### src/cuPkg.sv
package cuPkg;

	// ------------------------------
	// Widths and instruction fields
	// ------------------------------
	localparam int wordWidth = 32;
	localparam int opcodeMsb = 31;
	localparam int opcodeLsb = 27;

	// Step counts, fetch and per instruction kind
	localparam int fetchSteps = 3;
	localparam int ldSteps = 5;
	localparam int ldiSteps = 3;
	localparam int stSteps = 4;
	localparam int aluSteps = 3;
	localparam int negSteps = 2;
	localparam int brSteps = 4;
	localparam int nopSteps = 1;
	localparam int haltSteps = 1;

	// ------------------------------
	// Types
	// ------------------------------
	typedef logic [2:0] stepT;

	// Opcode encodings of the processor ISA, gaps are unassigned
	typedef enum logic [opcodeMsb-opcodeLsb:0] {
		opLd = 5'd0,
		opLdi = 5'd1,
		opSt = 5'd2,
		opAdd = 5'd3,
		opSub = 5'd4,
		opShr = 5'd5,
		opShra = 5'd6,
		opShl = 5'd7,
		opRor = 5'd8,
		opRol = 5'd9,
		opAnd = 5'd10,
		opOr = 5'd11,
		opAddi = 5'd12,
		opAndi = 5'd13,
		opOri = 5'd14,
		opNeg = 5'd17,
		opNot = 5'd18,
		opBr = 5'd19,
		opNop = 5'd26,
		opHalt = 5'd27
	} opcodeT;

	// Instructions grouped by their execute sequence
	typedef enum logic [3:0] {
		instrLd,
		instrLdi,
		instrSt,
		instrAluReg,
		instrAluImm,
		instrNegNot,
		instrBr,
		instrNop,
		instrHalt
	} instrT;

	typedef enum logic [3:0] {
		aluNone,
		aluAdd,
		aluSub,
		aluAnd,
		aluOr,
		aluShr,
		aluShra,
		aluShl,
		aluRor,
		aluRol,
		aluNeg,
		aluNot,
		aluBranch
	} aluOpT;

	typedef enum logic [2:0] {
		phaseReset,
		phaseFetch,
		phaseExec,
		phaseStopped,
		phaseHalted
	} phaseT;

endpackage
### src/ctrlBusIf.sv
`timescale 1ns/10ps
interface ctrlBusIf import cuPkg::*; ();

	// Bus drivers
	logic pcOut;
	logic mdrOut;
	logic zLowOut;
	logic rOut;
	logic baOut;
	logic cSignOut;

	// Register file select and enables
	logic rIn;
	logic gra;
	logic grb;
	logic grc;

	// Register loads
	logic mdrIn;
	logic marIn;
	logic yIn;
	logic irIn;
	logic pcIn;
	logic conIn;
	logic zLowIn;
	logic incPc;

	// Memory
	logic mdRead;
	logic write;

	aluOpT aluOp;

	modport driver (
		output pcOut, mdrOut, zLowOut, rOut, baOut, cSignOut,
		output rIn, gra, grb, grc,
		output mdrIn, marIn, yIn, irIn, pcIn, conIn, zLowIn, incPc,
		output mdRead, write, aluOp
	);

	modport sink (
		input pcOut, mdrOut, zLowOut, rOut, baOut, cSignOut,
		input rIn, gra, grb, grc,
		input mdrIn, marIn, yIn, irIn, pcIn, conIn, zLowIn, incPc,
		input mdRead, write, aluOp
	);

endinterface

### src/controlUnit.sv
`timescale 1ns/10ps
module controlUnit import cuPkg::*; (
	input logic clock,
	input logic reset,
	input logic stop,
	input logic conff,
	input logic [wordWidth-1:0] irReg,
	output logic pcOut,
	output logic mdrOut,
	output logic zLowOut,
	output logic rIn,
	output logic rOut,
	output logic gra,
	output logic grb,
	output logic grc,
	output logic baOut,
	output logic cSignOut,
	output logic mdrIn,
	output logic marIn,
	output logic yIn,
	output logic irIn,
	output logic pcIn,
	output logic conIn,
	output logic zLowIn,
	output logic incPc,
	output logic mdRead,
	output logic write,
	output logic run,
	output logic clear,
	output aluOpT aluOp
);

	instrT instrDec;
	aluOpT aluOpDec;
	stepT lastStepDec;
	phaseT phase;
	stepT step;
	instrT instrHeld;
	aluOpT aluOpHeld;

	ctrlBusIf ctrlBus ();

	opcodeDecoder uDecoder (
		.opcode(opcodeT'(irReg[opcodeMsb:opcodeLsb])),
		.instr(instrDec),
		.aluOp(aluOpDec),
		.lastStep(lastStepDec)
	);

	stepSequencer uSequencer (
		.clock(clock),
		.reset(reset),
		.stop(stop),
		.instrIn(instrDec),
		.aluOpIn(aluOpDec),
		.lastStepIn(lastStepDec),
		.phase(phase),
		.step(step),
		.instr(instrHeld),
		.aluOp(aluOpHeld),
		.run(run),
		.clear(clear)
	);

	controlWordGen uWordGen (
		.phase(phase),
		.step(step),
		.instr(instrHeld),
		.aluOpIn(aluOpHeld),
		.conff(conff),
		.bus(ctrlBus.driver)
	);

	// Strobes out to the datapath
	assign pcOut = ctrlBus.pcOut;
	assign mdrOut = ctrlBus.mdrOut;
	assign zLowOut = ctrlBus.zLowOut;
	assign rIn = ctrlBus.rIn;
	assign rOut = ctrlBus.rOut;
	assign gra = ctrlBus.gra;
	assign grb = ctrlBus.grb;
	assign grc = ctrlBus.grc;
	assign baOut = ctrlBus.baOut;
	assign cSignOut = ctrlBus.cSignOut;
	assign mdrIn = ctrlBus.mdrIn;
	assign marIn = ctrlBus.marIn;
	assign yIn = ctrlBus.yIn;
	assign irIn = ctrlBus.irIn;
	assign pcIn = ctrlBus.pcIn;
	assign conIn = ctrlBus.conIn;
	assign zLowIn = ctrlBus.zLowIn;
	assign incPc = ctrlBus.incPc;
	assign mdRead = ctrlBus.mdRead;
	assign write = ctrlBus.write;
	assign aluOp = ctrlBus.aluOp;

endmodule

### src/controlWordGen.sv
`timescale 1ns/10ps
module controlWordGen import cuPkg::*; (
	input phaseT phase,
	input stepT step,
	input instrT instr,
	input aluOpT aluOpIn,
	input logic conff,
	ctrlBusIf.driver bus
);

	always_comb begin
		bus.pcOut = 1'b0;
		bus.mdrOut = 1'b0;
		bus.zLowOut = 1'b0;
		bus.rOut = 1'b0;
		bus.baOut = 1'b0;
		bus.cSignOut = 1'b0;
		bus.rIn = 1'b0;
		bus.gra = 1'b0;
		bus.grb = 1'b0;
		bus.grc = 1'b0;
		bus.mdrIn = 1'b0;
		bus.marIn = 1'b0;
		bus.yIn = 1'b0;
		bus.irIn = 1'b0;
		bus.pcIn = 1'b0;
		bus.conIn = 1'b0;
		bus.zLowIn = 1'b0;
		bus.incPc = 1'b0;
		bus.mdRead = 1'b0;
		bus.write = 1'b0;
		bus.aluOp = aluNone;

		if (phase == phaseFetch) begin
			case (step)
				3'd0: begin
					bus.pcOut = 1'b1;
					bus.marIn = 1'b1;
					bus.incPc = 1'b1;
					bus.zLowIn = 1'b1;
				end
				3'd1: begin
					bus.zLowOut = 1'b1;
					bus.pcIn = 1'b1;
					bus.mdRead = 1'b1;
					bus.mdrIn = 1'b1;
				end
				3'd2: begin
					bus.mdrOut = 1'b1;
					bus.irIn = 1'b1;
				end
				default: ;
			endcase
		end else if (phase == phaseExec) begin
			case (instr)
				// ------------------------------
				// Memory group, address is base plus constant
				// ------------------------------
				instrLd, instrLdi, instrSt: begin
					case (step)
						3'd0: begin
							bus.grb = 1'b1;
							bus.baOut = 1'b1;
							bus.yIn = 1'b1;
						end
						3'd1: begin
							bus.cSignOut = 1'b1;
							bus.zLowIn = 1'b1;
							bus.aluOp = aluOpIn;
						end
						3'd2: begin
							bus.zLowOut = 1'b1;
							bus.gra = (instr == instrLdi);
							bus.rIn = (instr == instrLdi);
							bus.marIn = (instr != instrLdi);
						end
						3'd3: begin
							bus.mdRead = (instr == instrLd);
							bus.mdrIn = (instr == instrLd);
							bus.gra = (instr == instrSt);
							bus.baOut = (instr == instrSt);
							bus.write = (instr == instrSt);
						end
						3'd4: begin
							bus.mdrOut = 1'b1;
							bus.gra = 1'b1;
							bus.rIn = 1'b1;
						end
						default: ;
					endcase
				end
				// ------------------------------
				// ALU group, second operand from Rc or constant
				// ------------------------------
				instrAluReg, instrAluImm: begin
					case (step)
						3'd0: begin
							bus.grb = 1'b1;
							bus.rOut = 1'b1;
							bus.yIn = 1'b1;
						end
						3'd1: begin
							bus.grc = (instr == instrAluReg);
							bus.rOut = (instr == instrAluReg);
							bus.cSignOut = (instr == instrAluImm);
							bus.zLowIn = 1'b1;
							bus.aluOp = aluOpIn;
						end
						3'd2: begin
							bus.zLowOut = 1'b1;
							bus.gra = 1'b1;
							bus.rIn = 1'b1;
						end
						default: ;
					endcase
				end
				instrNegNot: begin
					if (step == 3'd0) begin
						bus.grb = 1'b1;
						bus.rOut = 1'b1;
						bus.zLowIn = 1'b1;
						bus.aluOp = aluOpIn;
					end else if (step == 3'd1) begin
						bus.zLowOut = 1'b1;
						bus.gra = 1'b1;
						bus.rIn = 1'b1;
					end
				end
				instrBr: begin
					case (step)
						3'd0: begin
							bus.gra = 1'b1;
							bus.rOut = 1'b1;
							bus.conIn = 1'b1;
						end
						3'd1: begin
							bus.pcOut = 1'b1;
							bus.yIn = 1'b1;
						end
						3'd2: begin
							bus.cSignOut = 1'b1;
							bus.zLowIn = 1'b1;
							bus.aluOp = aluOpIn;
						end
						// Target only reaches PC when the condition held
						3'd3: begin
							bus.zLowOut = 1'b1;
							bus.pcIn = conff;
						end
						default: ;
					endcase
				end
				default: ;
			endcase
		end
	end

	// Memory is single ported
	always_comb begin
		noReadWrite: assert final (!(bus.mdRead && bus.write));
	end

endmodule

### src/stepSequencer.sv
`timescale 1ns/10ps
module stepSequencer import cuPkg::*; (
	input logic clock,
	input logic reset,
	input logic stop,
	input instrT instrIn,
	input aluOpT aluOpIn,
	input stepT lastStepIn,
	output phaseT phase,
	output stepT step,
	output instrT instr,
	output aluOpT aluOp,
	output logic run,
	output logic clear
);

	stepT lastStep;
	phaseT phaseNext;
	stepT stepNext;
	logic fetchDone;
	logic execDone;

	assign fetchDone = (phase == phaseFetch) && (step == stepT'(fetchSteps - 1));
	assign execDone = (phase == phaseExec) && (step == lastStep);

	// ------------------------------
	// Next state
	// ------------------------------
	always_comb begin
		phaseNext = phase;
		stepNext = step;
		case (phase)
			phaseReset: begin
				// Stop is checked whenever fetch step 0 would come next
				phaseNext = stop ? phaseStopped : phaseFetch;
				stepNext = '0;
			end
			phaseFetch: begin
				if (fetchDone) begin
					phaseNext = phaseExec;
					stepNext = '0;
				end else begin
					stepNext = step + 3'd1;
				end
			end
			phaseExec: begin
				if (execDone) begin
					stepNext = '0;
					if (instr == instrHalt)
						phaseNext = phaseHalted;
					else if (stop)
						phaseNext = phaseStopped;
					else
						phaseNext = phaseFetch;
				end else begin
					stepNext = step + 3'd1;
				end
			end
			phaseStopped: begin
				if (!stop)
					phaseNext = phaseFetch;
				stepNext = '0;
			end
			// Halted is only left through reset
			default: ;
		endcase
	end

	always_ff @(posedge clock) begin
		if (reset) begin
			phase <= phaseReset;
			step <= '0;
		end else begin
			phase <= phaseNext;
			step <= stepNext;
		end
	end

	// Decoded instruction, held for the whole execute sequence
	always_ff @(posedge clock) begin
		if (fetchDone) begin
			instr <= instrIn;
			aluOp <= aluOpIn;
			lastStep <= lastStepIn;
		end
	end

	assign run = (phase == phaseFetch) || (phase == phaseExec);
	assign clear = (phase == phaseReset);

	stepInRange: assert property (@(posedge clock) disable iff (reset)
		phase == phaseExec |-> step <= lastStep);

	// Once reset drops, clear lasts a single cycle
	clearOneCycle: assert property (@(posedge clock)
		!reset && clear |=> !clear);

endmodule

### src/opcodeDecoder.sv
`timescale 1ns/10ps
module opcodeDecoder import cuPkg::*; (
	input opcodeT opcode,
	output instrT instr,
	output aluOpT aluOp,
	output stepT lastStep
);

	int steps;

	// Unassigned opcodes run as a no-op
	always_comb begin
		case (opcode)
			opLd: instr = instrLd;
			opLdi: instr = instrLdi;
			opSt: instr = instrSt;
			opAdd, opSub, opAnd, opOr,
			opShr, opShra, opShl, opRor, opRol: instr = instrAluReg;
			opAddi, opAndi, opOri: instr = instrAluImm;
			opNeg, opNot: instr = instrNegNot;
			opBr: instr = instrBr;
			opHalt: instr = instrHalt;
			default: instr = instrNop;
		endcase
	end

	// Memory ops compute the effective address with add
	always_comb begin
		case (opcode)
			opLd, opLdi, opSt, opAdd, opAddi: aluOp = aluAdd;
			opSub: aluOp = aluSub;
			opAnd, opAndi: aluOp = aluAnd;
			opOr, opOri: aluOp = aluOr;
			opShr: aluOp = aluShr;
			opShra: aluOp = aluShra;
			opShl: aluOp = aluShl;
			opRor: aluOp = aluRor;
			opRol: aluOp = aluRol;
			opNeg: aluOp = aluNeg;
			opNot: aluOp = aluNot;
			opBr: aluOp = aluBranch;
			default: aluOp = aluNone;
		endcase
	end

	always_comb begin
		case (instr)
			instrLd: steps = ldSteps;
			instrLdi: steps = ldiSteps;
			instrSt: steps = stSteps;
			instrAluReg, instrAluImm: steps = aluSteps;
			instrNegNot: steps = negSteps;
			instrBr: steps = brSteps;
			instrHalt: steps = haltSteps;
			default: steps = nopSteps;
		endcase
	end

	assign lastStep = stepT'(steps - 1);

	// Longest execute sequence is ld with five steps
	always_comb begin
		lastStepRange: assert final (lastStep <= 3'd4);
	end

endmodule

### config.mk
export PLATFORM = sky130hd
export DESIGN_NAME = controlUnit
export DESIGN_NICKNAME = d
export VERILOG_FILES = /design/src/cuPkg.sv /design/src/ctrlBusIf.sv /design/src/controlUnit.sv /design/src/controlWordGen.sv /design/src/stepSequencer.sv /design/src/opcodeDecoder.sv
export SDC_FILE = /design/constraint.sdc
export NUM_CORES = 1
export LEC_CHECK = 0
export BUFFER_PORTS_ARGS = -buffer_cell sky130_fd_sc_hd__buf_2
export CAP_MARGIN = 20
export CELL_PAD_IN_SITES_DETAIL_PLACEMENT = 0
export CELL_PAD_IN_SITES_GLOBAL_PLACEMENT = 1
export CORE_MARGIN = 4
export CORE_UTILIZATION = 38
export CTS_CLUSTER_SIZE = 8
export DETAILED_ROUTE_END_ITERATION = 8
export PLACE_DENSITY = 0.89
export RECOVER_POWER = 50
export REMOVE_ABC_BUFFERS = 1
export SYNTH_ARGS = -nofsm -noshare
export SYNTH_HDL_FRONTEND = slang
export SYNTH_SLANG_ARGS = --single-unit
### constraint.sdc
create_clock -name clock -period 8.2 [get_ports clock]
set_clock_uncertainty 0.2 [all_clocks]
set_input_delay 1.23 -clock clock [delete_from_list [all_inputs] [get_ports clock]]
set_output_delay 1.23 -clock clock [all_outputs]
set_load 0.03 [all_outputs]
==> results_dict.tcl <==
set metrics [dict create \
    path_class "reg2out" \
    yosys_most_used_dff "edfxtp_1" \
    cts_inserted_buffers 3 \
    cts_tree "done" \
    grt_overflow 0 \
    slew_viol_final 0 \
    cts_buffer_depth 2 \
    ios 62 \
    drive_gt1_frac 0.1605 \
    synth_top_family_by_area "simple AND/OR/NAND/NOR gates" \
    slowest_stage "dfxtp_1" \
    synth-xor-area-share 0.03093 \
    antenna_found_initial 0 \
    cts_resized 0 \
    wl_per_cell_um 13.04 \
    critPathTopFamily "compound AO/OA/AOI/OAI gates" \
    yosysWarnings 0 \
    numPortBuffers 34 \
    fin_ws_ns 4.320 \
    grt_pass1_vias 1425 \
    area_growth_pct 13.03 \
    worst-path-stages 5 \
    ys_seq_area_frac 0.2651 \
    synthArstFlopShare 0 \
    ant_nets 0 \
    switching_share 0.3441 \
    maxCapViolCount 0 \
    die_h_um 74.87 \
    numClockSinks 17 \
    ys_types 51 \
    synth_edf_count 11 \
    hold_class "reg2reg" \
    muxShareOfSynthArea 0.01767 \
    reg2regPathDepth 4 \
    combPwrFrac 0.328 \
    grt_max_degree 20 \
    place_congestion 0.8962 \
    avgSynthCellArea_um2 7.759 \
    leakage_uw 0.0008217 \
    p_int_uw 156.7 \
    synth_fa_ha_area_frac 0.1016 \
    worstHoldStart "uSequencer.step[1]" \
    synth_top_cell_area_share 0.1944 \
    finalCriticalPeriod_ns 3.880 \
    synth-seq-cells 17 \
    dp_hpwl_mm 2.936 \
    first_pass_iters 4 \
    grt_pass1_wl_mm 6.458 \
    yosys.area.top_type "edfxtp_1" \
    hold_depth 2 \
    p_per_area_nw_per_um2 124.4 \
    synth.top_cells.by_count "22 x nand2_1, 18 x nor2_1, 17 x a21oi_1, 17 x inv_1, 13 x ha_1" \
    status "finished, final reports clean" \
    yosys.area_share.simple 0.2791 \
    cp-startpoint "uSequencer.phase[1]" \
    fin_tns_setup_ns 0 \
    remaining_drc_errors 0 \
    synth.most_common_cell "nand2_1" \
    setup_violations 0 \
    cts-hold-fix-buffers 0 \
    clock_latency_ns 0.24 \
    cts_root_buf "clkbuf_8" \
    yosys-top-cells-area "edfxtp_1 19%, ha_1 9.6%, dfxtp_1 7.1%, a21oi_1 5.0%, nand2_1 4.9%" \
    diodes 0 \
    synth_compound_area_frac 0.2349 \
    fmax_mhz 257.8 \
    vias 1597 \
    cp_slowest_stage_delay_ns 0.49 \
    tightestPinTransition_ns 1.001 \
    seq_power_share 0.422 \
    crit_path_end_kind "primary output" \
    drtIter0Drc 143 \
    wirelength_mm 3.848 \
    critPathRequiredTime_ns 6.77 \
    rsz0062_at_grt "no" \
    critical_path.cell_chain "or3b_4 -> a311o_1 -> a2111oi_4 -> and3_1 -> buf_2" \
    ir_worst_vdd_v 0.00003985 \
    synthCells 219 \
    die_w_um 74.87 \
    num-fill-cells 436 \
    grt_usage 0.1443 \
    timing.slew.headroom 0.3304 \
    row_count 24 \
    drt-vias-per-instance 5.414 \
    post_cts_buffers 0 \
    start_kind "register" \
    coreArea_um2 4354 \
    clkTransAtPathRegs_ns 0.06 \
    pwr-share-clk 0.250 \
    path_buf_inv 1 \
    initial_core_util 0.3902 \
    r2r_start "uSequencer.step[0]" \
    cts_max_level 1 \
    dp_worst_setup_slack_ns 4.482 \
    hold_viol_final 0 \
    die_area_um2 5606 \
    power_switching_uw 82.22 \
    synthesis.area_um2 1699 \
    fin_nets 293 \
    cp_max_fo 11 \
    post-route-period-util 0.4731 \
    arrival_ns 2.45 \
]
sequential cells by signal, summed over array words and instances (netlist names):
signal,flops
uSequencer.aluOp,4
uSequencer.instr,4
uSequencer.lastStep,3
uSequencer.phase,3
uSequencer.step,3
power groups by stage:
stage / clock network, uW / logic (uW) / registers, uW
final: 59.7 / 78.5 / 101
after global routing: 66.4 / 88.2 / 102
after CTS: 62.2 / 79.5 / 101
after detailed placement: 0 / 79.3 / 103
after global placement: 0 / 78.3 / 103
after floorplan: 0 / 57.3 / 101
worst min-delay path: stages (launching register included):
cell     delay [ns]
dfxtp_1        0.37
mux2i_1        0.15
nor3_1         0.06
worst paths after layout:
path                               to  slack (ns)
setup reg to reg  uSequencer.instr[3]        5.81
hold / removal     uSequencer.step[1]        0.43
setup / recovery             aluOp[3]        4.32
hold reg to reg    uSequencer.step[1]        0.43
layer usage:
layer  track usage  wire length, um
met1        0.1918             1720
met2        0.2427             1902
met3       0.01602              199
met4       0.04941               25
met5             0                0
stage by stage:
step                  util  std cells  total power, uW  cell area (um^2)  hold slack [ns]
floorplan                -        205            158.4              1643           0.3563
global placement    0.4313        291            180.8              1878           0.3917
detailed placement  0.4313        291            182.0              1878           0.4117
CTS                 0.4420        295            242.5              1924           0.4280
global route        0.4411        295            256.2              1921           0.4957
finish              0.4411        295            238.9              1921           0.4252
cell usage in the layout (no fill, tap or decap), types with 3 or more instances in the layout:
cell type | netlist | final
mux2i_1 | 3 | 3
nand3_1 | 4 | 4
nor2b_1 | 9 | 9
nor3_1 | 10 | 10
buf_2 | 0 | 31
xor2_1 | 4 | 4
nand2_1 | 22 | 22
a21oi_1 | 17 | 17
ha_1 | 13 | 13
clkbuf_8 | 0 | 3
nand3b_1 | 4 | 4
nor2_1 | 18 | 18
and2_1 | 4 | 4
dfxtp_1 | 6 | 6
o31ai_1 | 3 | 3
edfxtp_1 | 11 | 11
o21ai_0 | 10 | 10
nand2b_1 | 9 | 9
clkbuf_1 | 12 | 3
inv_1 | 17 | 17
cells by family after synthesis:
group	after synthesis
DFF	17
xor gates and xnor gates	6
AOI/OAI and AO/OA	57
muxes	3
buffers and inverters	31
and+or+nand+nor	91
adders and majority gates	14
layout make-up:
class	instances	area, um^2	area share
flip-flops and latches	17	450.4	0.2345
multi-input cells	171	1129	0.5876
repair buffers	34	166.4	0.08665
inverters	17	63.81	0.03322
clock buffers	3	41.29	0.02150
clock inverters	1	5.005	0.002606
well taps	52	65.06	0.03388
No activity file was read; power rests on OpenSTA's default activity.
